File: src/hdl/mem_pipe_config.svh
// ====================
// Sizing of the memory pipeline and its data banks
// Included by the package and by every RTL module that needs a size
// ====================
`ifndef MEM_PIPE_CONFIG_SVH
`define MEM_PIPE_CONFIG_SVH

// Doubleword width
`define MEM_DATA_W 64

// Number of doubleword-interleaved banks, 2, 4 or 8
`define MEM_NUM_BANKS 4

// Doublewords in one bank
`define MEM_BANK_DEPTH 64

// Width of the effective address carried through the pipe
`define MEM_ADDR_W 16

// Bytes of data memory, addresses at or above this fault
`define MEM_BYTES (`MEM_NUM_BANKS * `MEM_BANK_DEPTH * 8)

`endif

File: src/hdl/mem_pipe_pkg.sv
// ====================
// Types shared by the memory pipeline modules
// Referenced by scoped name only
// ====================
`include "mem_pipe_config.svh"

package mem_pipe_pkg;

  // Load and store operations
  typedef enum logic [3:0] {
    e_lb  = 4'd0,
    e_lh  = 4'd1,
    e_lw  = 4'd2,
    e_ld  = 4'd3,
    e_lbu = 4'd4,
    e_lhu = 4'd5,
    e_lwu = 4'd6,
    e_sb  = 4'd7,
    e_sh  = 4'd8,
    e_sw  = 4'd9,
    e_sd  = 4'd10
  } mem_op_e;

  // Effective address inside the data memory
  typedef logic [`MEM_ADDR_W-1:0] addr_t;

  typedef logic [`MEM_DATA_W-1:0] dword_t;

  // One enable per byte of a doubleword
  typedef logic [`MEM_DATA_W/8-1:0] bmask_t;

  typedef logic [4:0] reg_idx_t;

  // Bank number and row inside a bank
  typedef logic [$clog2(`MEM_NUM_BANKS)-1:0] bank_sel_t;
  typedef logic [$clog2(`MEM_BANK_DEPTH)-1:0] bank_idx_t;

endpackage

File: src/hdl/mem_align.sv
// ====================
// Load stage: selects the bank word, extracts and extends the bytes,
// drives the early port at E+2 and the final port at E+3
// ====================
`timescale 1ns/1ps
`include "mem_pipe_config.svh"

module mem_align
  (input  logic                                      clk_i
   , input  logic                                    rst_n_i
   , input  logic                                    flush_i
   , input  logic                                    ld_v_i
   , input  mem_pipe_pkg::mem_op_e                   ld_op_i
   , input  mem_pipe_pkg::bank_sel_t                 ld_bank_i
   , input  logic [2:0]                              ld_byte_i
   , input  logic                                    ld_early_i
   , input  mem_pipe_pkg::reg_idx_t                  ld_rd_i
   , input  logic [`MEM_NUM_BANKS*`MEM_DATA_W-1:0]   bank_rdata_i

   , output logic                                    early_v_o
   , output mem_pipe_pkg::dword_t                    early_data_o
   , output logic                                    final_v_o
   , output mem_pipe_pkg::dword_t                    final_data_o
   , output mem_pipe_pkg::reg_idx_t                  rd_o
   );

  // Descriptor aligned with the bank read
  logic                    s1_v;
  logic                    s1_early;
  mem_pipe_pkg::mem_op_e   s1_op;
  mem_pipe_pkg::bank_sel_t s1_bank;
  logic [2:0]              s1_byte;
  mem_pipe_pkg::reg_idx_t  s1_rd;

  mem_pipe_pkg::dword_t    sel_dw;
  mem_pipe_pkg::dword_t    shifted;
  mem_pipe_pkg::dword_t    ext;

  logic                    r2_v;
  logic                    r2_early;
  mem_pipe_pkg::dword_t    r2_data;
  mem_pipe_pkg::reg_idx_t  r2_rd;

  logic                    fin_v;
  mem_pipe_pkg::dword_t    fin_data;
  mem_pipe_pkg::reg_idx_t  fin_rd;

  assign sel_dw  = bank_rdata_i[s1_bank*`MEM_DATA_W +: `MEM_DATA_W];
  assign shifted = sel_dw >> {s1_byte, 3'b000};

  always_comb begin
    case (s1_op)
      mem_pipe_pkg::e_lb:  ext = {{56{shifted[7]}}, shifted[7:0]};
      mem_pipe_pkg::e_lh:  ext = {{48{shifted[15]}}, shifted[15:0]};
      mem_pipe_pkg::e_lw:  ext = {{32{shifted[31]}}, shifted[31:0]};
      mem_pipe_pkg::e_lbu: ext = {56'd0, shifted[7:0]};
      mem_pipe_pkg::e_lhu: ext = {48'd0, shifted[15:0]};
      mem_pipe_pkg::e_lwu: ext = {32'd0, shifted[31:0]};
      default:             ext = shifted;
    endcase
  end

  always_ff @(posedge clk_i or negedge rst_n_i) begin
    if (!rst_n_i) begin
      s1_v  <= 1'b0;
      r2_v  <= 1'b0;
      fin_v <= 1'b0;
    end else if (flush_i) begin
      s1_v  <= 1'b0;
      r2_v  <= 1'b0;
      fin_v <= 1'b0;
    end else begin
      s1_v  <= ld_v_i;
      r2_v  <= s1_v;
      fin_v <= r2_v & ~r2_early;
    end
  end

  always_ff @(posedge clk_i) begin
    s1_op    <= ld_op_i;
    s1_bank  <= ld_bank_i;
    s1_byte  <= ld_byte_i;
    s1_early <= ld_early_i;
    s1_rd    <= ld_rd_i;
    if (s1_v) begin
      r2_data  <= ext;
      r2_early <= s1_early;
      r2_rd    <= s1_rd;
    end
    // One-deep final register
    if (r2_v && !r2_early) begin
      fin_data <= r2_data;
      fin_rd   <= r2_rd;
    end
  end

  assign early_v_o    = r2_v & r2_early;
  assign early_data_o = r2_data;
  assign final_v_o    = fin_v;
  assign final_data_o = fin_data;
  // Older request wins when both ports fire in one cycle
  assign rd_o         = fin_v ? fin_rd : r2_rd;

endmodule

File: config.mk
export PLATFORM = sky130hd
export DESIGN_NAME = mem_align
export DESIGN_NICKNAME = d
export VERILOG_FILES = /design/src/hdl/mem_pipe_pkg.sv /design/src/hdl/mem_align.sv
export VERILOG_INCLUDE_DIRS = /design/src /design/src/hdl
export SDC_FILE = /design/constraint.sdc
export NUM_CORES = 1
export LEC_CHECK = 0
export BUFFER_PORTS_ARGS = -buffer_cell sky130_fd_sc_hd__buf_2
export CAP_MARGIN = 15
export CORE_AREA = 2 2 158 160
export DETAILED_ROUTE_END_ITERATION = 8
export DIE_AREA = 0 0 160 162
export GPL_TIMING_DRIVEN = 0
export PLACE_DENSITY = 0.75
export SETUP_SLACK_MARGIN = 0.4
export SLEW_MARGIN = 20
export SYNTH_ARGS = -nofsm -noshare
export SYNTH_HDL_FRONTEND = slang
export SYNTH_SLANG_ARGS = --single-unit
File: constraint.sdc
create_clock -name clk_i -period 6 [get_ports clk_i]
set_clock_uncertainty 0.2 [all_clocks]
set_input_delay 0.6 -clock clk_i [delete_from_list [all_inputs] [get_ports clk_i]]
set_output_delay 0.6 -clock clk_i [all_outputs]
set_load 0.01 [all_outputs]
==> results of run 1 <==
==> kinds of logic (layout without fill, tap and decap cells) <==
logic type | Yosys count | count (layout) | synth area share
simple gates | 191 | 191 | 0.0937
buf+inv | 68 | 513 | 0.0356
flops | 157 | 157 | 0.478
mux | 171 | 171 | 0.325
other cells | 0 | 1 | 0
compound gates | 93 | 93 | 0.0678
==> metrics by stage <==
step / total power (W) / hold slack (ns) / util / cells / setup slack (ns)
floorplan: 0.00164 / 0.104 / - / 680 / 1.83
global placement: 0.00192 / 0.187 / 0.497 / 1413 / 0.803
detailed placement: 0.00193 / 0.190 / 0.500 / 1416 / 2.36
CTS: 0.00302 / 0.0534 / 0.526 / 1449 / 2.35
global route: 0.00312 / 0.0564 / 0.526 / 1450 / 2.14
finish: 0.00301 / 0.0656 / 0.526 / 1450 / 2.27
==> cell type report <==
cell class | count | area (sq um) | share of cell area
multi-input combinational | 455 | 4640 | 0.366
sequential | 157 | 4550 | 0.359
timing repair buffer | 413 | 2130 | 0.168
clock buffer | 17 | 425 | 0.0336
tap | 324 | 405 | 0.0320
buffer | 63 | 320 | 0.0253
clock inverter | 15 | 178 | 0.0140
inverter | 5 | 18.8 | 0.00148
antenna | 1 | 2.50 | 0.000197
==> cells in the final DEF, fill, tap and decap left out, types with 3 or more instances in the layout <==
master                        n
sky130_fd_sc_hd__buf_2      428
sky130_fd_sc_hd__edfxtp_1   139
sky130_fd_sc_hd__mux4_2     109
sky130_fd_sc_hd__nand2_1     83
sky130_fd_sc_hd__mux2i_1     49
sky130_fd_sc_hd__nand4_1     33
sky130_fd_sc_hd__nor2_1      30
sky130_fd_sc_hd__clkbuf_1    23
sky130_fd_sc_hd__o21ai_0     19
sky130_fd_sc_hd__clkbuf_16   17
sky130_fd_sc_hd__a21oi_1     16
sky130_fd_sc_hd__o211ai_1    15
sky130_fd_sc_hd__a22oi_1     15
sky130_fd_sc_hd__dfxtp_1     15
sky130_fd_sc_hd__nand3_1     13
sky130_fd_sc_hd__mux2_2      13
sky130_fd_sc_hd__buf_4       12
sky130_fd_sc_hd__nand2b_1    11
sky130_fd_sc_hd__nor2b_1     11
sky130_fd_sc_hd__buf_1        7
sky130_fd_sc_hd__inv_6        6
sky130_fd_sc_hd__a221oi_1     5
sky130_fd_sc_hd__a22o_1       4
sky130_fd_sc_hd__nor3_1       4
sky130_fd_sc_hd__a21o_1       3
sky130_fd_sc_hd__o31ai_1      3
==> power groups by stage <==
stage / clock, W / sequential, W / combinational (W)
6_report: 0.00109 / 0.00126 / 0.000656
5_1_grt: 0.00115 / 0.00127 / 0.000694
4_1_cts: 0.00111 / 0.00126 / 0.000647
3_5_place_dp: 0 / 0.00129 / 0.000644
3_3_place_gp: 0 / 0.00130 / 0.000625
2_1_floorplan: 0 / 0.00130 / 0.000341
==> metal layers <==
layer	wire (um)	vias to the layer above	share of wire	GRT usage
met5	13	-	0.00036	0
met4	1110	2	0.030	0.0966
met3	2890	78	0.079	0.0498
met2	17900	608	0.49	0.473
met1	14600	3974	0.40	0.362
li1	-	3655	-	-
==> state kept, by name, indices dropped and copies added (netlist names), 2 cells and up <==
register and cells:
s1_byte 3, early_data_o 64, s1_rd 5, final_data_o 64, r2_rd 5, s1_op 4, fin_rd 5, s1_bank 2
==> worst min path at each step <==
stage | from | to | slack (ns) | depth (start not counted)
final | ld_byte_i[1] | s1_byte[1] | 0.07 | 1
after global routing | ld_op_i[3] | s1_op[3] | 0.06 | 1
after CTS | ld_byte_i[1] | s1_byte[1] | 0.05 | 1
after detailed placement | s1_rd[4] | r2_rd[4] | 0.19 | 0
after global placement | s1_rd[3] | r2_rd[3] | 0.19 | 0
after floorplan | rst_n_i | final_v_o | 0.10 | 0
==> flow_summary.html, run 1 <==
<table>
<tr><th>Metric</th><th>Value</th></tr>
<tr><th colspan="2">Outcome</th></tr>
<tr><td>Result of the run</td><td>completed</td></tr>
<tr><th colspan="2">Power and ir drop</th></tr>
<tr><td>Total internal power</td><td>0.00217 W</td></tr>
<tr><td>Clock network fraction of total power</td><td>0.363</td></tr>
<tr><td>Power dissipated by switching net loads</td><td>0.000838 W</td></tr>
<tr><td>Sequential fraction of design power</td><td>0.420</td></tr>
<tr><td>VDD IR-drop max</td><td>0.000215 V</td></tr>
<tr><td>Reported leakage power</td><td>5.35 nW</td></tr>
<tr><td>Part of the power in combinational logic</td><td>0.218</td></tr>
<tr><td>PwrDens</td><td>238 nW/um^2</td></tr>
<tr><td>Fraction of power spent switching nets</td><td>0.278</td></tr>
<tr><th colspan="2">Cells and area</th></tr>
<tr><td>Synth-to-Final Area Change</td><td>33.2%</td></tr>
<tr><td>Fill cell instance count of the final layout</td><td>2,128</td></tr>
<tr><td>Final layout net count</td><td>1,387</td></tr>
<tr><td>Layout cells sized above 1</td><td>0.538</td></tr>
<tr><td>Post-layout instance area</td><td>12,700 sq um</td></tr>
<tr><th colspan="2">Worst setup path</th></tr>
<tr><td>Register-to-Register Setup Slack</td><td>2.27 ns</td></tr>
<tr><td>Endpoint of the worst register-to-register path</td><td>early_data_o[25]</td></tr>
<tr><td>Longest individual stage delay on the worst path</td><td>0.74 ns</td></tr>
<tr><td>Number of cells on the worst reg-to-reg path</td><td>9</td></tr>
<tr><td>Required time of the critical path</td><td>5.94 ns</td></tr>
<tr><td>Critical path endpoint</td><td>early_data_o[25]</td></tr>
<tr><td>Critical path startpoint category</td><td>flop</td></tr>
<tr><td>Maximum fanout encountered on the critical timing path</td><td>10</td></tr>
<tr><td>Crit-path slowest cell</td><td>sky130_fd_sc_hd__clkbuf_1</td></tr>
<tr><td>Critical-path cell list</td><td>buf_4 -&gt; buf_4 -&gt; clkbuf_1 -&gt; buf_2 -&gt; mux4_2 -&gt; mux2i_1 -&gt; nor2_1 -&gt; a221oi_1 -&gt; o211ai_1</td></tr>
<tr><td>Cell with the most instances on the worst path</td><td>sky130_fd_sc_hd__buf_4</td></tr>
<tr><td>Largest delay contributor family on the critical path</td><td>buffers and inverters</td></tr>
<tr><td>Critical Setup Path Class</td><td>reg2reg</td></tr>
<tr><td>Worst path depth</td><td>9</td></tr>
<tr><td>Buf/Inv on CP</td><td>4</td></tr>
<tr><td>Crit. Startpoint</td><td>s1_bank[1]</td></tr>
<tr><td>Type of destination of the critical path</td><td>flop</td></tr>
<tr><td>Worst R2R Start</td><td>s1_bank[1]</td></tr>
<tr><td>Critical path data arrival time</td><td>3.66 ns</td></tr>
<tr><th colspan="2">Yosys</th></tr>
<tr><td>Register bit count reported by yosys</td><td>157</td></tr>
<tr><td>Proportion of synthesized chip area in sequential cells</td><td>0.478</td></tr>
<tr><td>Number of unique standard cell types used by synthesis</td><td>45</td></tr>
<tr><td>Number of synthesized flops with an enable pin</td><td>139</td></tr>
<tr><td>Synthesized netlist cell count</td><td>680</td></tr>
<tr><td>Top FF cell, synth</td><td>sky130_fd_sc_hd__edfxtp_1</td></tr>
<tr><td>Avg Inst Size Synth</td><td>14.0 sq um</td></tr>
<tr><td>Dominant cell by count in the synthesized netlist</td><td>sky130_fd_sc_hd__edfxtp_1</td></tr>
<tr><td>Top-area cell type share of the netlist area</td><td>0.439</td></tr>
<tr><td>Area leader, netlist</td><td>sky130_fd_sc_hd__edfxtp_1</td></tr>
<tr><td>Netlist Area Pre-Place</td><td>9520 sq um</td></tr>
<tr><td>Yosys Warn Count</td><td>0</td></tr>
<tr><td>Top cells by count, synth</td><td>sky130_fd_sc_hd__edfxtp_1 (139), sky130_fd_sc_hd__mux4_2 (109), sky130_fd_sc_hd__nand2_1 (83), sky130_fd_sc_hd__mux2i_1 (49), sky130_fd_sc_hd__nand4_1 (33)</td></tr>
<tr><td>Top area cells in the synthesized netlist</td><td>sky130_fd_sc_hd__edfxtp_1 (44%), sky130_fd_sc_hd__mux4_2 (26%), sky130_fd_sc_hd__mux2i_1 (5.2%)</td></tr>
<tr><td>Async SR Flop Fraction</td><td>0.0191</td></tr>
<tr><td>Synthesized Nets</td><td>955</td></tr>
<tr><th colspan="2">Floorplan</th></tr>
<tr><td>Starting density of the core</td><td>0.395</td></tr>
<tr><td>Overall die width</td><td>160 um</td></tr>
<tr><td>Number of placement rows</td><td>57</td></tr>
<tr><td>Placeable core area</td><td>24,100 sq um</td></tr>
<tr><td>Number of top-level pins</td><td>410</td></tr>
<tr><td>Vertical extent of the die</td><td>162 um</td></tr>
<tr><td>Die area</td><td>25,900 sq um</td></tr>
<tr><th colspan="2">GRT</th></tr>
<tr><td>First-pass GRT wire length</td><td>52,800 um</td></tr>
<tr><td>Total grt overflow</td><td>0</td></tr>
<tr><td>Pin count of the biggest net entering global routing</td><td>65</td></tr>
<tr><td>Initial antenna violation count</td><td>3</td></tr>
<tr><td>Via count of the first global-routing pass</td><td>8,288</td></tr>
<tr><td>Overall routing resource usage</td><td>0.278</td></tr>
<tr><th colspan="2">Detailed routing</th></tr>
<tr><td>Vias after detailed routing</td><td>8,317</td></tr>
<tr><td>Number of violations reported at the end of detailed-routing iteration 0</td><td>750</td></tr>
<tr><td>Routed WL</td><td>36,500 um</td></tr>
<tr><td>WL/cell</td><td>25.1 um</td></tr>
<tr><td>First-pass iteration count of the detailed router</td><td>6</td></tr>
<tr><td>Number of DRC violations after detailed routing</td><td>0</td></tr>
<tr><td>Remaining antenna violation count</td><td>0</td></tr>
<tr><td>Vias per Instance</td><td>5.74</td></tr>
<tr><th colspan="2">Clock network</th></tr>
<tr><td>Clock tree from TritonCTS</td><td>built</td></tr>
<tr><td>Clock latency of the later-clocked register in the worst-skew pair</td><td>0.43 ns</td></tr>
<tr><td>Count of buffers added by post-CTS timing repair for setup</td><td>0</td></tr>
<tr><td>Library cell used as clock root buffer</td><td>sky130_fd_sc_hd__clkbuf_16</td></tr>
<tr><td>Post-CTS Hold Fix Bufs</td><td>1</td></tr>
<tr><td>Cts bufs inserted</td><td>17</td></tr>
<tr><td>Clock transition at the register clock pins on the worst setup and hold paths after CTS</td><td>0.08 ns</td></tr>
<tr><td>Clock Sink Count</td><td>157</td></tr>
<tr><td>Post-CTS Resized</td><td>0</td></tr>
<tr><td>Number of H-tree levels</td><td>4</td></tr>
<tr><td>Buffers from clock root to sink, at most</td><td>2</td></tr>
<tr><th colspan="2">STA</th></tr>
<tr><td>Max-slew headroom at the worst pin</td><td>0.350</td></tr>
<tr><td>Setup TNS after final layout</td><td>0 ns</td></tr>
<tr><td>Post-route minimum period</td><td>3.73 ns</td></tr>
<tr><td>Number of setup violations in the final report</td><td>0</td></tr>
<tr><td>Count of final max-slew check failures</td><td>0</td></tr>
<tr><td>Worst slew pin tran</td><td>0.975 ns</td></tr>
<tr><td>Endpoints failing hold</td><td>0</td></tr>
<tr><td>Post-route fraction of the period consumed by the critical path</td><td>0.621</td></tr>
<tr><td>Unrepaired setup endpoints after global routing</td><td>false</td></tr>
<tr><td>Fmax</td><td>268 MHz</td></tr>
<tr><th colspan="2">Worst hold path</th></tr>
<tr><td>Worst hold-check path type</td><td>in2reg</td></tr>
<tr><th colspan="2">Placement</th></tr>
<tr><td>Port Buffers</td><td>409</td></tr>
<tr><td>Placed Area</td><td>12,100 sq um</td></tr>
<tr><td>Final GP Congestion</td><td>0.933</td></tr>
<tr><td>Half-perimeter wire length after placement</td><td>30,400 um</td></tr>
<tr><th colspan="2">Flow run</th></tr>
<tr><td>Number of maximum-capacitance violations</td><td>0</td></tr>
</table>
(Power assumes the default switching activity.)
==> run 2, diff against run 1 <==
- clock period: 6 -> 3.8 ns (I/O delays scaled with it)
==> flow_summary.html, run 2 (synthesized netlist as in run 1, its figures left out) <==
<table>
<tr><th>Metric</th><th>Value</th></tr>
<tr><th colspan="2">Clock network</th></tr>
<tr><td>Clock transition at the register clock pins on the worst setup and hold paths after CTS</td><td>0.07 ns (about the same)</td></tr>
<tr><td>Clock Sink Count</td><td>157 (unchanged)</td></tr>
<tr><td>Cts bufs inserted</td><td>17 (unchanged)</td></tr>
<tr><td>Buffers from clock root to sink, at most</td><td>2 (unchanged)</td></tr>
<tr><td>Library cell used as clock root buffer</td><td>sky130_fd_sc_hd__clkbuf_16</td></tr>
<tr><td>Clock tree from TritonCTS</td><td>built</td></tr>
<tr><td>Clock latency of the later-clocked register in the worst-skew pair</td><td>0.42 ns (about the same)</td></tr>
<tr><td>Number of H-tree levels</td><td>4 (unchanged)</td></tr>
<tr><th colspan="2">GRT</th></tr>
<tr><td>Total grt overflow</td><td>0 (unchanged)</td></tr>
<tr><td>Initial antenna violation count</td><td>3 (unchanged)</td></tr>
<tr><td>Overall routing resource usage</td><td>0.279 (+0.00124)</td></tr>
<tr><td>Via count of the first global-routing pass</td><td>8,686 (+4.8%)</td></tr>
<tr><td>Pin count of the biggest net entering global routing</td><td>64 (-1.5%)</td></tr>
<tr><td>First-pass GRT wire length</td><td>53,500 um (+1.4%)</td></tr>
<tr><th colspan="2">Power and ir drop</th></tr>
<tr><td>Sum of internal, switching and leakage power</td><td>0.00476 W (+58%)</td></tr>
<tr><td>PwrDens</td><td>369 nW/um^2 (+56%)</td></tr>
<tr><td>Reported leakage power</td><td>5.41 nW (+1.2%)</td></tr>
<tr><td>VDD IR-drop max</td><td>0.000290 V (+35%)</td></tr>
<tr><th colspan="2">Placement</th></tr>
<tr><td>Final GP Congestion</td><td>0.934 (+0.15%)</td></tr>
<tr><td>Inst Count DP</td><td>1,416 (unchanged)</td></tr>
<tr><td>Port Buffers</td><td>409 (unchanged)</td></tr>
<tr><td>Half-perimeter wire length after placement</td><td>30,600 um (+0.44%)</td></tr>
<tr><th colspan="2">STA</th></tr>
<tr><td>Worst slew pin tran</td><td>1.04 ns (+0.0647 ns)</td></tr>
<tr><td>Post-route fraction of the period consumed by the critical path</td><td>0.870 (+0.248)</td></tr>
<tr><td>Unrepaired setup endpoints after global routing</td><td>false</td></tr>
<tr><td>Endpoints failing hold</td><td>0 (unchanged)</td></tr>
<tr><td>Setup TNS after final layout</td><td>0 ns (unchanged)</td></tr>
<tr><td>Post-route minimum period</td><td>3.30 ns (-0.423 ns)</td></tr>
<tr><td>Fmax</td><td>303 MHz (+13%)</td></tr>
<tr><td>Max-slew headroom at the worst pin</td><td>0.307 (-0.0431)</td></tr>
<tr><td>Number of setup violations in the final report</td><td>0 (unchanged)</td></tr>
<tr><td>Count of final max-slew check failures</td><td>0 (unchanged)</td></tr>
<tr><th colspan="2">Worst setup path</th></tr>
<tr><td>Largest delay contributor family on the critical path</td><td>multiplexers</td></tr>
<tr><td>Critical-path cell list</td><td>buf_4 -&gt; clkbuf_1 -&gt; mux4_2 -&gt; mux2_2 -&gt; mux2_2 -&gt; a22oi_1 -&gt; nand3_1</td></tr>
<tr><td>Required time of the critical path</td><td>3.73 ns (-2.21 ns)</td></tr>
<tr><td>Critical path data arrival time</td><td>3.24 ns (-0.42 ns)</td></tr>
<tr><td>Number of cells on the worst reg-to-reg path</td><td>7 (-2)</td></tr>
<tr><td>Worst path depth</td><td>7 (-2)</td></tr>
<tr><td>Crit-path slowest cell</td><td>sky130_fd_sc_hd__clkbuf_1</td></tr>
<tr><td>Type of destination of the critical path</td><td>flop</td></tr>
<tr><td>Maximum fanout encountered on the critical timing path</td><td>10 (unchanged)</td></tr>
<tr><td>Critical Setup Path Class</td><td>reg2reg</td></tr>
<tr><td>Buf/Inv on CP</td><td>2 (-2)</td></tr>
<tr><td>Longest individual stage delay on the worst path</td><td>0.79 ns (+0.05 ns)</td></tr>
<tr><td>Critical path startpoint category</td><td>flop</td></tr>
<tr><td>Cell with the most instances on the worst path</td><td>sky130_fd_sc_hd__mux2_2</td></tr>
<tr><th colspan="2">Cells and area</th></tr>
<tr><td>Layout cells sized above 1</td><td>0.538 (about the same)</td></tr>
<tr><td>Final cell count without fillers</td><td>1,467 (+1.2%)</td></tr>
<tr><td>Final layout net count</td><td>1,404 (+1.2%)</td></tr>
<tr><td>Commonest cells after routing, fill and taps aside</td><td>sky130_fd_sc_hd__buf_2 (425), sky130_fd_sc_hd__edfxtp_1 (139), sky130_fd_sc_hd__mux4_2 (109)</td></tr>
<tr><td>Synth-to-Final Area Change</td><td>35.4%</td></tr>
<tr><td>Most common library cell in the layout ignoring fill and taps</td><td>sky130_fd_sc_hd__buf_2</td></tr>
<tr><td>Fill cell instance count of the final layout</td><td>2,161 (+1.6%)</td></tr>
<tr><th colspan="2">Floorplan</th></tr>
<tr><td>Overall die width</td><td>160 um (unchanged)</td></tr>
<tr><td>Starting density of the core</td><td>0.395 (unchanged)</td></tr>
<tr><td>Die area</td><td>25,900 sq um (unchanged)</td></tr>
<tr><td>Number of placement rows</td><td>57 (unchanged)</td></tr>
<tr><td>Placeable core area</td><td>24,100 sq um (unchanged)</td></tr>
<tr><td>Vertical extent of the die</td><td>162 um (unchanged)</td></tr>
<tr><td>Number of top-level pins</td><td>410 (unchanged)</td></tr>
<tr><th colspan="2">Flow run</th></tr>
<tr><td>Number of maximum-capacitance violations</td><td>0 (unchanged)</td></tr>
<tr><th colspan="2">Outcome</th></tr>
<tr><td>Result of the run</td><td>completed</td></tr>
<tr><th colspan="2">Detailed routing</th></tr>
<tr><td>First-pass iteration count of the detailed router</td><td>5 (-1)</td></tr>
<tr><td>Number of violations reported at the end of detailed-routing iteration 0</td><td>671 (-11%)</td></tr>
<tr><td>WL/cell</td><td>25.0 um (-0.68%)</td></tr>
<tr><td>Routed WL</td><td>36,600 um (+0.48%)</td></tr>
<tr><td>Vias per Instance</td><td>5.77 (+0.53%)</td></tr>
<tr><td>Remaining antenna violation count</td><td>0 (unchanged)</td></tr>
<tr><td>Number of DRC violations after detailed routing</td><td>0 (unchanged)</td></tr>
<tr><td>Vias after detailed routing</td><td>8,459 (+1.7%)</td></tr>
<tr><th colspan="2">Worst hold path</th></tr>
<tr><td>Worst hold-check path type</td><td>in2async</td></tr>
</table>
==> run 2: changes by cell type in the layout (fill, tap and decap cells not counted), sizes merged <==
cell | before | now
inv | 12 | 11
clkinvlp | 1 | 3
dlygate4sd3 | 1 | 18
clkinv | 5 | 3
buf | 452 | 448
clkbuf | 40 | 45
==> run 2: worst reg2reg max path: cells and delay by family, from the launching register on <==
| family | cells | cell delay (ns) |
|---|---|---|
| flip-flops | 1 | 0.45 |
| AO/OA/AOI/OAI | 1 | 0.19 |
| buffers and inverters | 2 | 1.00 |
| AND/OR/NAND/NOR | 1 | 0.12 |
| multiplexers | 3 | 1.06 |
==> run 2: power breakdown <==
group	switching [W]	internal, W	leakage, nW
Sequential	0.0000348	0.00196	1.47
Clock	0.000714	0.000993	0.285
Combinational	0.000561	0.000493	3.66
==> run 2: path summary, 6_finish.rpt <==
path | from | to | slack, ns
min in group clk_i | s1_rd[2] | r2_rd[2] | 0.20
max reg2reg | s1_bank[1] | early_data_o[17] | 0.50
max | s1_bank[1] | early_data_o[17] | 0.50
min reg2reg | s1_rd[2] | r2_rd[2] | 0.20
max in group asynchronous | rst_n_i | s1_v | 3.19
min | rst_n_i | r2_v | 0.09
==> run 2: metrics by stage <==
| step | util | cell area [sq um] | hold slack [ns] | setup slack (ns) |
|---|---|---|---|---|
| finish | 0.535 | 12900 | 0.0949 | 0.495 |
| global route | 0.535 | 12900 | 0.0788 | 0.400 |
| CTS | 0.533 | 12800 | 0.0636 | 0.405 |
| detailed placement | 0.500 | 12000 | -0.0191 | 0.0752 |
| global placement | 0.497 | 12000 | -0.0206 | 0.124 |
| floorplan | - | 9520 | -0.116 | 0.966 |
==> run 2: layout make-up <==
| class | count | area (sq um) | area share |
|---|---|---|---|
| Sequential cell | 157 | 4550 | 0.353 |
| Clock buffer | 18 | 429 | 0.0333 |
| Buffer | 63 | 335 | 0.0260 |
| Tap cell | 324 | 405 | 0.0315 |
| Clock inverter | 14 | 171 | 0.0133 |
| Antenna cell | 1 | 2.50 | 0.000194 |
| Inverter | 5 | 18.8 | 0.00146 |
| Timing Repair Buffer | 430 | 2290 | 0.178 |
| Multi-Input combinational cell | 455 | 4670 | 0.363 |
==> run 2: metal layers <==
layer | track usage | routed length (um)
met5 | 0 | 28
met3 | 0.0590 | 3080
met2 | 0.473 | 18100
met1 | 0.351 | 14200
met4 | 0.116 | 1310
==> run 2: timing repair <==
item                                   4_1_cts  5_1_grt
endpoints found under the hold margin       21        0
setup buffers                                0        0
hold buffers                                18        0
pin swaps                                    0        0
resized for setup                            5       12
setup endpoints to repair                   12       10
