<file path="src/hdl/mem_pipe_config.svh">
// ====================
// Sizing of the memory pipeline and its data banks
// Included by the package and by every RTL module that needs a size
// ====================
`ifndef MEM_PIPE_CONFIG_SVH
`define MEM_PIPE_CONFIG_SVH

// Doubleword width
`define MEM_DATA_W 64

// Number of doubleword-interleaved banks, 2, 4 or 8
`define MEM_NUM_BANKS 4

// Doublewords in one bank
`define MEM_BANK_DEPTH 64

// Width of the effective address carried through the pipe
`define MEM_ADDR_W 16

// Bytes of data memory, addresses at or above this fault
`define MEM_BYTES (`MEM_NUM_BANKS * `MEM_BANK_DEPTH * 8)

`endif

</file>
<file path="src/hdl/mem_pipe_pkg.sv">
// ====================
// Types shared by the memory pipeline modules
// Referenced by scoped name only
// ====================
`include "mem_pipe_config.svh"

package mem_pipe_pkg;

  // Load and store operations
  typedef enum logic [3:0] {
    e_lb  = 4'd0,
    e_lh  = 4'd1,
    e_lw  = 4'd2,
    e_ld  = 4'd3,
    e_lbu = 4'd4,
    e_lhu = 4'd5,
    e_lwu = 4'd6,
    e_sb  = 4'd7,
    e_sh  = 4'd8,
    e_sw  = 4'd9,
    e_sd  = 4'd10
  } mem_op_e;

  // Effective address inside the data memory
  typedef logic [`MEM_ADDR_W-1:0] addr_t;

  typedef logic [`MEM_DATA_W-1:0] dword_t;

  // One enable per byte of a doubleword
  typedef logic [`MEM_DATA_W/8-1:0] bmask_t;

  typedef logic [4:0] reg_idx_t;

  // Bank number and row inside a bank
  typedef logic [$clog2(`MEM_NUM_BANKS)-1:0] bank_sel_t;
  typedef logic [$clog2(`MEM_BANK_DEPTH)-1:0] bank_idx_t;

endpackage

</file>
<file path="src/hdl/mem_agen.sv">
// ====================
// Address stage: effective address, alignment and range checks,
// bank strobes, store lane data and the registered load descriptor
// ====================
`timescale 1ns/1ps
`include "mem_pipe_config.svh"

module mem_agen
  (input  logic                        clk_i
   , input  logic                      rst_n_i
   , input  logic                      flush_i
   , input  logic                      req_v_i
   , input  mem_pipe_pkg::mem_op_e     req_op_i
   , input  mem_pipe_pkg::dword_t      rs1_i
   , input  mem_pipe_pkg::dword_t      imm_i
   , input  mem_pipe_pkg::dword_t      rs2_i
   , input  mem_pipe_pkg::reg_idx_t    rd_i
   , input  logic                      early_i

   , output logic [`MEM_NUM_BANKS-1:0] bank_en_o
   , output logic                      bank_we_o
   , output mem_pipe_pkg::bank_idx_t   bank_idx_o
   , output mem_pipe_pkg::dword_t      bank_wdata_o
   , output mem_pipe_pkg::bmask_t      bank_wmask_o

   , output logic                      ld_v_o
   , output mem_pipe_pkg::mem_op_e     ld_op_o
   , output mem_pipe_pkg::bank_sel_t   ld_bank_o
   , output logic [2:0]                ld_byte_o
   , output logic                      ld_early_o
   , output mem_pipe_pkg::reg_idx_t    ld_rd_o

   , output logic                      load_misaligned_o
   , output logic                      store_misaligned_o
   , output logic                      load_access_fault_o
   , output logic                      store_access_fault_o
   );

  localparam int sel_width_lp = $bits(mem_pipe_pkg::bank_sel_t);
  localparam int idx_width_lp = $bits(mem_pipe_pkg::bank_idx_t);

  mem_pipe_pkg::dword_t    eaddr;
  mem_pipe_pkg::addr_t     addr;
  mem_pipe_pkg::bank_sel_t bank;
  mem_pipe_pkg::bank_idx_t row;
  mem_pipe_pkg::bmask_t    base_mask;
  logic [1:0]              size;
  logic                    is_load;
  logic                    misaligned;
  logic                    out_of_range;
  logic                    good;

  assign eaddr = rs1_i + imm_i;
  assign addr  = eaddr[`MEM_ADDR_W-1:0];
  // Doubleword interleave, low dword bits pick the bank
  assign bank  = addr[3 +: sel_width_lp];
  assign row   = addr[3 + sel_width_lp +: idx_width_lp];

  always_comb begin
    is_load = 1'b1;
    size    = 2'd3;
    case (req_op_i)
      mem_pipe_pkg::e_lb, mem_pipe_pkg::e_lbu: size = 2'd0;
      mem_pipe_pkg::e_lh, mem_pipe_pkg::e_lhu: size = 2'd1;
      mem_pipe_pkg::e_lw, mem_pipe_pkg::e_lwu: size = 2'd2;
      mem_pipe_pkg::e_sb: begin is_load = 1'b0; size = 2'd0; end
      mem_pipe_pkg::e_sh: begin is_load = 1'b0; size = 2'd1; end
      mem_pipe_pkg::e_sw: begin is_load = 1'b0; size = 2'd2; end
      mem_pipe_pkg::e_sd: is_load = 1'b0;
      default: size = 2'd3;
    endcase
  end

  always_comb begin
    case (size)
      2'd1:    misaligned = addr[0];
      2'd2:    misaligned = |addr[1:0];
      2'd3:    misaligned = |addr[2:0];
      default: misaligned = 1'b0;
    endcase
    case (size)
      2'd0:    base_mask = 8'h01;
      2'd1:    base_mask = 8'h03;
      2'd2:    base_mask = 8'h0f;
      default: base_mask = 8'hff;
    endcase
  end

  // Full 64-bit sum so wrapped or huge addresses still fault
  assign out_of_range = (eaddr >= mem_pipe_pkg::dword_t'(`MEM_BYTES));
  assign good         = req_v_i & ~misaligned & ~out_of_range;

  always_ff @(posedge clk_i or negedge rst_n_i) begin
    if (!rst_n_i) begin
      bank_en_o            <= '0;
      bank_we_o            <= 1'b0;
      ld_v_o               <= 1'b0;
      load_misaligned_o    <= 1'b0;
      store_misaligned_o   <= 1'b0;
      load_access_fault_o  <= 1'b0;
      store_access_fault_o <= 1'b0;
    end else if (flush_i) begin
      bank_en_o            <= '0;
      bank_we_o            <= 1'b0;
      ld_v_o               <= 1'b0;
      load_misaligned_o    <= 1'b0;
      store_misaligned_o   <= 1'b0;
      load_access_fault_o  <= 1'b0;
      store_access_fault_o <= 1'b0;
    end else begin
      bank_en_o            <= good ? (`MEM_NUM_BANKS'(1) << bank) : '0;
      bank_we_o            <= good & ~is_load;
      ld_v_o               <= good & is_load;
      load_misaligned_o    <= req_v_i & is_load & misaligned;
      store_misaligned_o   <= req_v_i & ~is_load & misaligned;
      // Misalignment takes priority over the access fault
      load_access_fault_o  <= req_v_i & is_load & ~misaligned & out_of_range;
      store_access_fault_o <= req_v_i & ~is_load & ~misaligned & out_of_range;
    end
  end

  always_ff @(posedge clk_i) begin
    if (req_v_i) begin
      bank_idx_o   <= row;
      bank_wdata_o <= rs2_i << {addr[2:0], 3'b000};
      bank_wmask_o <= base_mask << addr[2:0];
      ld_op_o      <= req_op_i;
      ld_bank_o    <= bank;
      ld_byte_o    <= addr[2:0];
      ld_early_o   <= early_i;
      ld_rd_o      <= rd_i;
    end
  end

endmodule

</file>
<file path="config.mk">
export PLATFORM = sky130hd
export DESIGN_NAME = mem_agen
export DESIGN_NICKNAME = d
export VERILOG_FILES = /design/src/hdl/mem_pipe_pkg.sv /design/src/hdl/mem_agen.sv
export VERILOG_INCLUDE_DIRS = /design/src /design/src/hdl
export SDC_FILE = /design/constraint.sdc
export NUM_CORES = 1
export LEC_CHECK = 0
export BUFFER_PORTS_ARGS = -buffer_cell sky130_fd_sc_hd__buf_2
export CAP_MARGIN = 20
export CORE_UTILIZATION = 50
export CTS_CLUSTER_SIZE = 24
export DETAILED_ROUTE_END_ITERATION = 10
export HOLD_SLACK_MARGIN = 0.05
export PLACE_DENSITY = 0.79
export SLEW_MARGIN = 10
export SYNTH_ARGS = -nofsm -noshare
export SYNTH_HDL_FRONTEND = slang
export SYNTH_SLANG_ARGS = --single-unit
</file>
<file path="constraint.sdc">
create_clock -name clk_i -period 0.8 [get_ports clk_i]
set_input_delay 0.2 -clock clk_i [delete_from_list [all_inputs] [get_ports clk_i]]
set_output_delay 0.2 -clock clk_i [all_outputs]
set_load 0.005 [all_outputs]
</file>
==> results.sh, run 1 <==
export IMPL_portBuffers=308
export IMPL_async_flop_share_pct=9.71
export IMPL_synth_flop_cell="edfxtp_1"
export IMPL_gp_congestion=1.01
export IMPL_io_pins=309
export IMPL_stop_error="[ERROR GRT-0232] Routing congestion too high. Check the congestion heatmap in the GUI."
export IMPL_cts_buffers_inserted=9
export IMPL_status="aborted with a tool error"
export IMPL_yosysTopAreaCell="edfxtp_1"
export IMPL_yosys_register_bits=103
export IMPL_clkSinkCount=103
export IMPL_ctsRootBufferMaster="clkbuf_16"
export IMPL_synth_edf_count=93
export IMPL_synth_area_um2=9780
export IMPL_start_util_pct=51.6
export IMPL_synthTopCellsByArea="edfxtp_1 29%, ha_1 8.1%, a21oi_1 6.7%"
export IMPL_endpoint_type="register input"
export IMPL_grtUsageTotal_pct=89.5
export IMPL_yosysWarningCount=0
export IMPL_stop_stage="global routing (5_1_grt)"
export IMPL_rows=50
export IMPL_avgSynthCellArea_um2=8.49
export IMPL_dp_cells=2023
export IMPL_grt_start_max_net_pins=73
export IMPL_yosysSeqAreaShare_pct=31.1
export IMPL_syn_num_nets=1422
export IMPL_dp_hpwl_um=33400
export IMPL_synth_top_area_share_pct=28.6
export IMPL_ys_types=73
export IMPL_die_h_um=142
export IMPL_grt_worst_endpoint="bank_en_o[1]$_DFF_PN0_/D"
export IMPL_htree_levels=3
export IMPL_die_x_um=142
export IMPL_syn_inst=1152
export IMPL_gr_total_overflow=192
export IMPL_cts_buffer_depth=2
-- per-stage QoR --
stage                     area [um^2]  worst slack [ps]  setup TNS [ps]
after CTS                       16100             -3050         -141080
after detailed placement        14300             -3710         -232010
after global placement          14300             -3650         -224200
after floorplan                  9980             -3160         -129870
-- routing by layer --
layer	track usage (%)	GRT overflow
met5	66.4	4
met4	90.7	69
met3	82.0	17
met1	87.9	10
met2	99.0	92
-- Yosys cell counts, drive strengths merged (3+ instances only) --
master   instances
edfxtp          93
a211oi          12
nor4             6
o21bai           8
o21a            17
mux4            20
o22ai            6
nand4           34
nand3           29
or3              9
o2111ai          3
and3            16
a21boi           4
nor3            23
o21ai           95
nand3b           6
or4             10
inv             19
o211a            3
nand2          131
mux2i           41
mux2            15
a22oi            3
a31oi           14
a2111oi          3
ha              63
dfrtp           10
nor3b            5
xnor2           20
nand2b           5
clkbuf          50
a31o             4
a21oi          135
o31ai            8
nor2           124
a21o            16
or2              3
buf             20
o211ai          17
xor2            19
-- logic make-up after synthesis --
kind of cell | after synthesis | share of synthesized area (%)
and+or+nand+nor | 411 | 19.7
AOI/OAI and AO/OA | 369 | 23.1
DFF | 103 | 31.1
buffers and inverters | 90 | 3.84
muxes | 76 | 10.5
adders and majority gates | 64 | 8.26
xor gates and xnor gates | 39 | 3.49
-- what timing repair did --
action,in CTS
setup endpoints to repair,288
gates cloned,13
resized for setup,226
buffers inserted,27
pin swaps,45
hold buffers,7
endpoints found under the hold margin,16
==> run 2: changes to the inputs <==
--- a/config.mk
+++ b/config.mk
@@ -8,11 +8,9 @@
 export LEC_CHECK = 0
 export BUFFER_PORTS_ARGS = -buffer_cell sky130_fd_sc_hd__buf_2
 export CAP_MARGIN = 20
-export CORE_UTILIZATION = 50
-export CTS_CLUSTER_SIZE = 24
+export CORE_UTILIZATION = 35
 export DETAILED_ROUTE_END_ITERATION = 10
-export HOLD_SLACK_MARGIN = 0.05
-export PLACE_DENSITY = 0.79
+export PLACE_DENSITY_LB_ADDON = 0.15
 export SLEW_MARGIN = 10
 export SYNTH_ARGS = -nofsm -noshare
 export SYNTH_HDL_FRONTEND = slang
==> run 2 against run 1 <==
  * Area after synthesis unchanged
  * Synthesized cell count unchanged
  * The flow now finishes, with violations (setup timing)
==> results.sh, run 2 <==
export IMPL_status="finished with violations"
export IMPL_violations="setup timing"
export IMPL_gr_total_overflow=0
export IMPL_largest_reg_flops=64
export IMPL_syn_to_final_growth_pct=70.7
export IMPL_regMostFlops="bank_wdata_o"
export IMPL_routed_wl_um=43000
export IMPL_dieArea_um2=28600
export IMPL_yosys_top_cells_count="131 x a21oi_1, 130 x nand2_1, 124 x nor2_1"
export IMPL_final_cell_mix="384 x buf_4, 296 x buf_2, 126 x nand2_1, 108 x nor2_1"
export IMPL_drtIter0Drc=944
export IMPL_rows=60
export IMPL_max_slew_margin_pct=48.7
export IMPL_syn_num_nets=1422
export IMPL_p_per_area_nw_per_um2=1510
export IMPL_nets=2110
export IMPL_mostFrequentLayoutCell="buf_4"
export IMPL_grt_pass1_vias=11700
export IMPL_worst_pin_slew_ps=765
export IMPL_crit_type="primary input to flop"
export IMPL_slowest_delay_ps=570
export IMPL_synth_area_um2=9780
export IMPL_drive_gt1_share_pct=52.2
export IMPL_synth_edf_count=93
export IMPL_fin_crit_ps=3850
export IMPL_cp_slowest_cell="or4_4"
export IMPL_vias=12200
export IMPL_setup_viol=210
export IMPL_cts_buffers_inserted=9
export IMPL_post_synth_top_count_cell="a21oi_1"
export IMPL_core_area_um2=27200
export IMPL_ys_types=73
export IMPL_viasPerCell=5.51
export IMPL_yosysWarningCount=0
export IMPL_ir_worst_vdd_v=0.00112
export IMPL_biggestRegsByFlops="bank_wdata_o (64), bank_wmask_o (8), bank_idx_o (6)"
export IMPL_portBuffers=308
export IMPL_crit_top_cell="or4_4"
export IMPL_cp_max_fo=6
export IMPL_path_clk_slew_ps=70
export IMPL_tritoncts="built"
export IMPL_io_pins=309
export IMPL_yosysTopAreaCell="edfxtp_1"
export IMPL_avgSynthCellArea_um2=8.49
export IMPL_async_flop_share_pct=9.71
export IMPL_tns_ps=-162980
export IMPL_synth_flop_cell="edfxtp_1"
export IMPL_rsz0062_at_grt="yes"
export IMPL_worstPathArrival_ps=4140
export IMPL_drc=0
export IMPL_htree_levels=3
export IMPL_clkSinkCount=103
export IMPL_syn_inst=1152
export IMPL_crit_chain="buf_6 -> ha_4 -> fa_2 -> a21oi_2 -> o211a_4 -> buf_6 -> or4_4 -> o21ai_2 -> or4_1 -> nor4_2 -> nand4_1 -> or4_1 -> or4_4 -> or4_4 -> nor3b_2"
export IMPL_grt_start_max_net_pins=50
export IMPL_seq_area_um2=3040
export IMPL_cp_required_ps=1080
export IMPL_die_h_um=169
export IMPL_postRouteAntennaNets=0
export IMPL_wl_per_cell_um=19.4
export IMPL_synthTopCellsByArea="edfxtp_1 29%, ha_1 8.1%, a21oi_1 6.7%"
export IMPL_antenna_found_initial=3
export IMPL_multiInputGateArea_um2=7340
export IMPL_fillerInstances=2352
export IMPL_cts_buffer_depth=2
export IMPL_ctsRootBufferMaster="clkbuf_16"
export IMPL_yosys_register_bits=103
export IMPL_crit_end="bank_en_o[1]"
export IMPL_synth_top_area_share_pct=28.6
export IMPL_cap_violations=0
export IMPL_hold_viol=0
export IMPL_holdWs_ps=12.1
export IMPL_start_util_pct=36.0
export IMPL_slew_viol_final=0
export IMPL_die_x_um=169
export IMPL_startpoint_type="primary input"
export IMPL_hold_class="primary input to flop"
export IMPL_dp_hpwl_um=32500
export IMPL_timing_fmax_mhz=259
export IMPL_worst_slack_ps=-3050
export IMPL_first_pass_iters=5
export IMPL_grtUsageTotal_pct=29.1
export IMPL_period_share_pct=482
export IMPL_crit_start="rs1_i[0]"
export IMPL_worstSetupEndpointType="flop"
export IMPL_gp_congestion=1.01
export IMPL_grt_pass1_wl_um=64500
export IMPL_yosysSeqAreaShare_pct=31.1
export IMPL_p_leak_uw=0.00745
[run 2: critical path: cells and delay by family]
kind,cells,cell delay [ps]
AOI/OAI and AO/OA,3,380
and+or+nand+nor,8,2790
adders and majority gates,2,540
buffers and inverters,2,210
[run 2: layer usage]
metal	global-route usage, %	vias up	part of all wire [%]
met2	52.2	550	50
met4	12.1	0	4.3
li1	-	5775	-
met1	35.3	5800	40
met3	3.19	117	6.1
met5	0	-	0
[run 2: kinds of logic (layout without fill, tap and decap cells)]
| logic type | count (synthesis) | after routing | synth area share, % |
|---|---|---|---|
| compound gates | 369 | 369 | 23.1 |
| buf+inv | 90 | 782 | 3.84 |
| flops | 103 | 103 | 31.1 |
| other cells | 0 | 3 | 0 |
| mux | 76 | 76 | 10.5 |
| simple gates | 411 | 412 | 19.7 |
| xor+xnor | 39 | 39 | 3.49 |
| fa+ha+maj | 64 | 64 | 8.26 |
[run 2: metrics by stage]
stage | setup WS [ps] | std cells | util, % | instance area (um^2) | total power (uW)
after floorplan | -3160 | 1152 | - | 9980 | 12400
final | -3050 | 2220 | 61.4 | 16700 | 25100
after detailed placement | -3750 | 2139 | 53.1 | 14400 | 17600
after CTS | -3070 | 2193 | 58.3 | 15900 | 24100
after global routing | -3210 | 2220 | 61.4 | 16700 | 26400
after global placement | -3640 | 2139 | 53.1 | 14400 | 17600
[run 2: repair_timing]
action                     in CTS  in global routing
hold buffers                    1                  0
hold endpoints to repair       10                  0
setup endpoints to repair     289                243
pin swaps                      30                 36
cloned                         13                  0
buffers inserted               25                 25
resized for setup             154                133
[run 2: layout make-up]
class	instances	share of cell area, %
Clock inverter	7	0.435
Clock buffer	9	1.35
Antenna cell	3	0.0450
Inverter	20	0.480
Sequential cell	103	18.2
Timing Repair Buffer	746	32.7
Multi-Input combinational cell	960	44.0
Tap cell	372	2.79
[run 2: power breakdown]
group	total [uW]	leakage, uW	internal, uW	switching, uW
sequential	6980	0.00104	6790	196
clock	4430	0.000143	2210	2230
combinational	13700	0.00627	7010	6710
[run 2: worst min-delay path by stage]
stage / from / slack (ps) / to / depth (start not counted)
6_report: rd_i[1] / 10 / ld_rd_o[1] / 1
5_1_grt: rd_i[1] / 2 / ld_rd_o[1] / 1
4_1_cts: rd_i[1] / 3 / ld_rd_o[1] / 1
3_5_place_dp: rst_n_i / 90 / bank_we_o / 1
3_3_place_gp: rst_n_i / 80 / store_access_fault_o / 1
2_1_floorplan: rst_n_i / -100 / bank_en_o[0] / 0
Power figures use the tool's default switching activity.
==> run 3: changes to the inputs <==
--- a/config.mk
+++ b/config.mk
@@ -8,6 +8,7 @@
 export LEC_CHECK = 0
 export BUFFER_PORTS_ARGS = -buffer_cell sky130_fd_sc_hd__buf_2
 export CAP_MARGIN = 20
+export CORE_MARGIN = 2
 export CORE_UTILIZATION = 35
 export DETAILED_ROUTE_END_ITERATION = 10
 export PLACE_DENSITY_LB_ADDON = 0.15
==> run 3 against run 2 <==
  * The run still ends with setup timing left
  * Wire length up 4.3%
  * Cell count up 1.4%
  * Clock power fell by 1%
  * Critical path type unchanged
  * Global-route usage fell by 0.52 points
  * Via count is 1.3% higher
  * Largest power group unchanged
  * Sequential power about the same
  * Sequential share of layout area decreased by 0.72 points
==> results.sh, run 3 (synthesis gave the netlist of run 2 again) <==
export IMPL_tritoncts="built"
export IMPL_setup_viol=195
export IMPL_violations="setup timing"
export IMPL_status="finished with violations"
export IMPL_fin_area_um2=17400
export IMPL_worst_pin_slew_ps=624
export IMPL_seq_area_um2=3040
export IMPL_slew_viol_final=0
export IMPL_die_h_um=171
export IMPL_die_x_um=171
export IMPL_ir_worst_vdd_v=0.00118
export IMPL_holdWs_ps=21.7
export IMPL_p_per_area_nw_per_um2=1490
export IMPL_worstHoldEndpoint="ld_rd_o[3]"
export IMPL_wl_per_cell_um=19.9
export IMPL_max_slew_margin_pct=58.3
export IMPL_multiInputGateArea_um2=7790
export IMPL_cp_required_ps=1080
export IMPL_timing_fmax_mhz=259
export IMPL_drc=0
export IMPL_rows=61
export IMPL_cap_violations=0
export IMPL_viasPerCell=5.51
export IMPL_portBuffers=308
export IMPL_gp_congestion=0.955
export IMPL_gr_total_overflow=0
export IMPL_mostFrequentLayoutCell="buf_4"
export IMPL_drive_gt1_share_pct=56.4
export IMPL_crit_type="primary input to flop"
export IMPL_worstPathArrival_ps=4140
export IMPL_grt_start_max_net_pins=41
export IMPL_path_clk_slew_ps=80
export IMPL_first_pass_iters=5
export IMPL_fin_crit_ps=3860
export IMPL_clkSinkCount=103
export IMPL_hold_class="primary input to flop"
export IMPL_startpoint_type="primary input"
export IMPL_worst_slack_ps=-3060
export IMPL_fillerInstances=2340
export IMPL_cp_max_fo=6
export IMPL_final_util_pct=62.9
export IMPL_largest_reg_flops=64
export IMPL_dp_hpwl_um=32300
export IMPL_routed_wl_um=44900
export IMPL_nets=2137
export IMPL_grtUsageTotal_pct=28.6
export IMPL_dieArea_um2=29300
export IMPL_antenna_found_initial=1
export IMPL_core_area_um2=27600
export IMPL_rsz0062_at_grt="yes"
export IMPL_pre_cts_ws_ps=-3830
export IMPL_io_pins=309
export IMPL_hold_viol=0
export IMPL_final_cell_mix="399 x buf_4, 300 x buf_2, 122 x nand2_1, 101 x nor2_1, 93 x edfxtp_1"
export IMPL_regMostFlops="bank_wdata_o"
export IMPL_drtIter0Drc=860
export IMPL_hold_start="rd_i[3]"
export IMPL_htree_levels=3
export IMPL_start_util_pct=35.4
export IMPL_grt_pass1_wl_um=64600
export IMPL_grt_pass1_vias=11900
export IMPL_cts_buffer_depth=2
export IMPL_worstSetupEndpointType="flop"
export IMPL_period_share_pct=482
export IMPL_dpl_cell_area_um2=14500
export IMPL_vias=12400
export IMPL_syn_to_final_growth_pct=77.7
export IMPL_p_leak_uw=0.00763
export IMPL_ctsRootBufferMaster="clkbuf_16"
export IMPL_postRouteAntennaNets=0
export IMPL_cts_buffers_inserted=9
export IMPL_biggestRegsByFlops="bank_wdata_o (64), bank_wmask_o (8), bank_idx_o (6)"
export IMPL_worst_hold_path_num_cells=1
[run 3: cell types whose count changed in the layout (fill, tap and decap cells not counted), sizes merged]
cell / delta
diode: -1
bufbuf: -1
clkinvlp: -1
clkinv: -1
inv: +1
clkbuf: +3
buf: +26
[run 3: worst max path at each step]
stage,start,endpoint,slack [ps]
floorplan,rs1_i[0],bank_en_o[1],-3160
global placement,rs1_i[0],bank_en_o[1],-3720
detailed placement,rs1_i[0],bank_en_o[1],-3830
CTS,rs1_i[0],bank_en_o[2],-3030
global route,rs1_i[39],bank_en_o[1],-3180
finish,rs1_i[18],bank_en_o[1],-3060
[run 3: report_power, final]
part	internal (uW)	switching, uW	leakage, uW
clock network	2200	2190	0.000142
registers	6790	193	0.00104
logic	7440	7110	0.00645
[run 3: timing repair]
item / in CTS / in global routing
cloned: 14 / 3
setup endpoints to repair: 257 / 227
gates resized for setup: 200 / 198
setup buffers: 51 / 24
hold buffers: 1 / 0
pin swaps: 42 / 77
hold endpoints to repair: 10 / 0
[run 3: critical path, stage by stage]
cell and delay, ps:
buf_2 100, ha_1 340, a21oi_2 190, o21ai_1 110, or3_4 420, o211ai_1 310, o211ai_1 190, xnor2_1 290
nand4_1 120, or4_1 550, or4_4 550, or4_4 560, nor3b_2 190
[run 3: routing by layer]
| metal | vias up | part of all wire (%) | GRT usage, % |
|---|---|---|---|
| met5 | - | 0 | 0 |
| met4 | 0 | 4.4 | 11.8 |
| met3 | 127 | 6.8 | 3.45 |
| met2 | 583 | 51 | 52.0 |
| met1 | 5876 | 38 | 34.0 |
| li1 | 5818 | - | - |
[run 3: area by class of cell]
cell class	instances	share of cell area, %
multi-input cells	960	44.8
repair buffers	773	32.8
flip-flops and latches	103	17.5
well taps	378	2.72
clock buffers	10	1.32
inverters	20	0.461
clock inverters	6	0.331
diodes	2	0.0288
[run 3: per-stage QoR]
stage                     cells  power [uW]  TNS, ps
after global routing       2251       27100  -158040
final                      2252       25900  -152130
after floorplan            1152       12400  -129870
after detailed placement   2150       17700  -225420
after global placement     2150       17700  -221610
after CTS                  2231       24500  -159600
==> run 4: changes to the inputs <==
--- a/config.mk
+++ b/config.mk
@@ -12,6 +12,7 @@
 export CORE_UTILIZATION = 35
 export DETAILED_ROUTE_END_ITERATION = 10
 export PLACE_DENSITY_LB_ADDON = 0.15
+export REMOVE_ABC_BUFFERS = 1
 export SLEW_MARGIN = 10
 export SYNTH_ARGS = -nofsm -noshare
 export SYNTH_HDL_FRONTEND = slang
==> run 4 against run 3 <==
  * The run still ends with setup timing left
  * Total power decreased by 4.1%
  * Cell count is 2.7% lower
  * Sequential power is essentially flat
  * Sequential share of layout area increased by 0.72 points
  * Wire length down 5.9%
  * Combinational power is 7% lower
  * Worst hold slack got worse by 3.5 ps
  * Non-clock buffer count decreased by 59
  * First-iteration DRC count down 5.3%
  * Clock power is essentially flat
  * Sequential cell count did not move
  * Largest power group unchanged
==> results.sh, run 4 (synthesis gave the netlist of run 2 again) <==
export IMPL_status="finished with violations"
export IMPL_violations="setup timing"
export IMPL_cts_buffer_depth=2
export IMPL_largest_reg_flops=64
export IMPL_hold_class="primary input to flop"
export IMPL_grtUsageTotal_pct=27.2
export IMPL_regMostFlops="bank_wdata_o"
export IMPL_start_util_pct=35.4
export IMPL_combPwrFrac_pct=54.5
export IMPL_syn_to_final_growth_pct=70.6
export IMPL_crit_start="imm_i[31]"
export IMPL_crit_end="bank_en_o[2]"
export IMPL_timing_fmax_mhz=257
export IMPL_slew_viol_final=0
export IMPL_tritoncts="built"
export IMPL_vias=11900
export IMPL_ctsRootBufferMaster="clkbuf_16"
export IMPL_startpoint_type="primary input"
export IMPL_clkSinkCount=103
export IMPL_cts_buffers_inserted=9
export IMPL_grt_start_max_net_pins=73
export IMPL_p_per_area_nw_per_um2=1490
export IMPL_cap_violations=0
export IMPL_rsz0062_at_grt="yes"
export IMPL_internal_power_uw=15800
export IMPL_p_total_uw=24900
export IMPL_first_pass_iters=5
export IMPL_drive_gt1_share_pct=53.8
export IMPL_final_cell_mix="352 x buf_4, 295 x buf_2, 121 x nand2_1, 107 x nor2_1, 93 x edfxtp_1"
export IMPL_p_leak_uw=0.00722
export IMPL_fin_area_um2=16700
export IMPL_setup_viol=195
export IMPL_worst_pin_slew_ps=626
export IMPL_routed_wl_um=42200
export IMPL_fillerInstances=2437
export IMPL_wl_per_cell_um=19.3
export IMPL_htree_levels=3
export IMPL_viasPerCell=5.41
export IMPL_biggestRegsByFlops="bank_wdata_o (64), bank_wmask_o (8), bank_idx_o (6)"
export IMPL_gr_total_overflow=0
export IMPL_worst_slack_ps=-3100
export IMPL_hold_viol=0
export IMPL_die_h_um=171
export IMPL_postRouteAntennaNets=0
export IMPL_dpl_cell_area_um2=14100
export IMPL_portBuffers=308
export IMPL_crit_type="primary input to flop"
export IMPL_gp_congestion=0.973
export IMPL_io_pins=309
export IMPL_grt_pass1_wl_um=62500
export IMPL_power_switching_uw=9030
export IMPL_antenna_found_initial=1
export IMPL_dieArea_um2=29300
export IMPL_cp_required_ps=1070
export IMPL_period_share_pct=487
export IMPL_max_slew_margin_pct=58.0
export IMPL_final_util_pct=60.4
export IMPL_core_area_um2=27600
export IMPL_path_clk_slew_ps=80
export IMPL_rows=61
export IMPL_die_x_um=171
export IMPL_nets=2077
export IMPL_drtIter0Drc=814
export IMPL_swShare_pct=36.3
export IMPL_worstPathArrival_ps=4160
export IMPL_fin_crit_ps=3900
export IMPL_cp_max_fo=6
export IMPL_pre_cts_ws_ps=-3770
export IMPL_ir_worst_vdd_v=0.00108
export IMPL_clkPwrFrac_pct=17.5
export IMPL_worstSetupEndpointType="flop"
export IMPL_mostFrequentLayoutCell="buf_4"
export IMPL_grt_pass1_vias=11700
export IMPL_p_seq_share_pct=28.0
export IMPL_drc=0
export IMPL_dp_hpwl_um=32000
## run 4: cell count changes in the layout (fill, tap and decap cells not counted), sizes merged
cell / delta
diode: -1
inv: +2
bufbuf: -2
buf: -57
clkinv: -2
nand2b: -1
## run 4: worst min-delay path by stage
stage | start | endpoint | slack (ps) | cells after the start
after floorplan | rst_n_i | bank_en_o[0] | -100 | 0
after global placement | rst_n_i | store_access_fault_o | 80 | 1
after detailed placement | rst_n_i | store_access_fault_o | 90 | 1
after CTS | rd_i[1] | ld_rd_o[1] | 8 | 1
after global routing | early_i | ld_early_o | 20 | 1
final | rd_i[1] | ld_rd_o[1] | 20 | 1
## run 4: through the flow
step	instances	hold slack (ps)	TNS, ps
2_1_floorplan	1082	-95.6	-295080
6_report	2191	18.2	-150580
3_3_place_gp	2111	78.8	-205980
3_5_place_dp	2111	85.1	-207860
4_1_cts	2171	7.87	-151970
5_1_grt	2191	17.8	-157620
## run 4: routing by layer
metal | vias up | track usage, % | part of all wire (%)
li1 | 5692 | - | -
met4 | 0 | 9.99 | 3.9
met5 | - | 0 | 0
met2 | 471 | 49.6 | 50
met1 | 5610 | 33.2 | 40
met3 | 90 | 2.48 | 5.2
## run 4: critical path, cell delays in order
cell      delay, ps
buf_2           120
ha_4            290
buf_6            90
nand4_1         140
or3_4           440
buf_6           130
nand2b_1        130
o211a_1         140
o211ai_1        260
xnor2_1         230
nand4_1         140
or4_4           530
or4_4           560
or4_4           580
nor3b_2         200
## run 4: cell type report
class / instances / area [um^2] / area share (%)
multi-input combinational: 959 / 7690 / 46.1
timing repair buffer: 714 / 5120 / 30.7
inverter: 20 / 77.6 / 0.465
clock inverter: 6 / 57.6 / 0.345
antenna: 1 / 2.50 / 0.0150
tap: 378 / 473 / 2.83
sequential: 103 / 3040 / 18.2
clock buffer: 10 / 229 / 1.37
## run 4: timing repair
item | CTS | global route
pin swaps | 45 | 57
resized for setup | 216 | 155
hold buffers | 1 | 0
endpoints found under the hold margin | 10 | 0
gates cloned | 7 | 3
buffers inserted | 36 | 22
setup endpoints to repair | 275 | 195
## run 4: power by group through the flow
| stage | Sequential [uW] | Combinational, uW | Clock, uW |
|---|---|---|---|
| 2_1_floorplan | 7180 | 4940 | 0 |
| 3_3_place_gp | 7090 | 10300 | 0 |
| 3_5_place_dp | 7090 | 10300 | 0 |
| 4_1_cts | 6970 | 12200 | 4460 |
| 5_1_grt | 7040 | 14500 | 4580 |
| 6_report | 6970 | 13500 | 4350 |
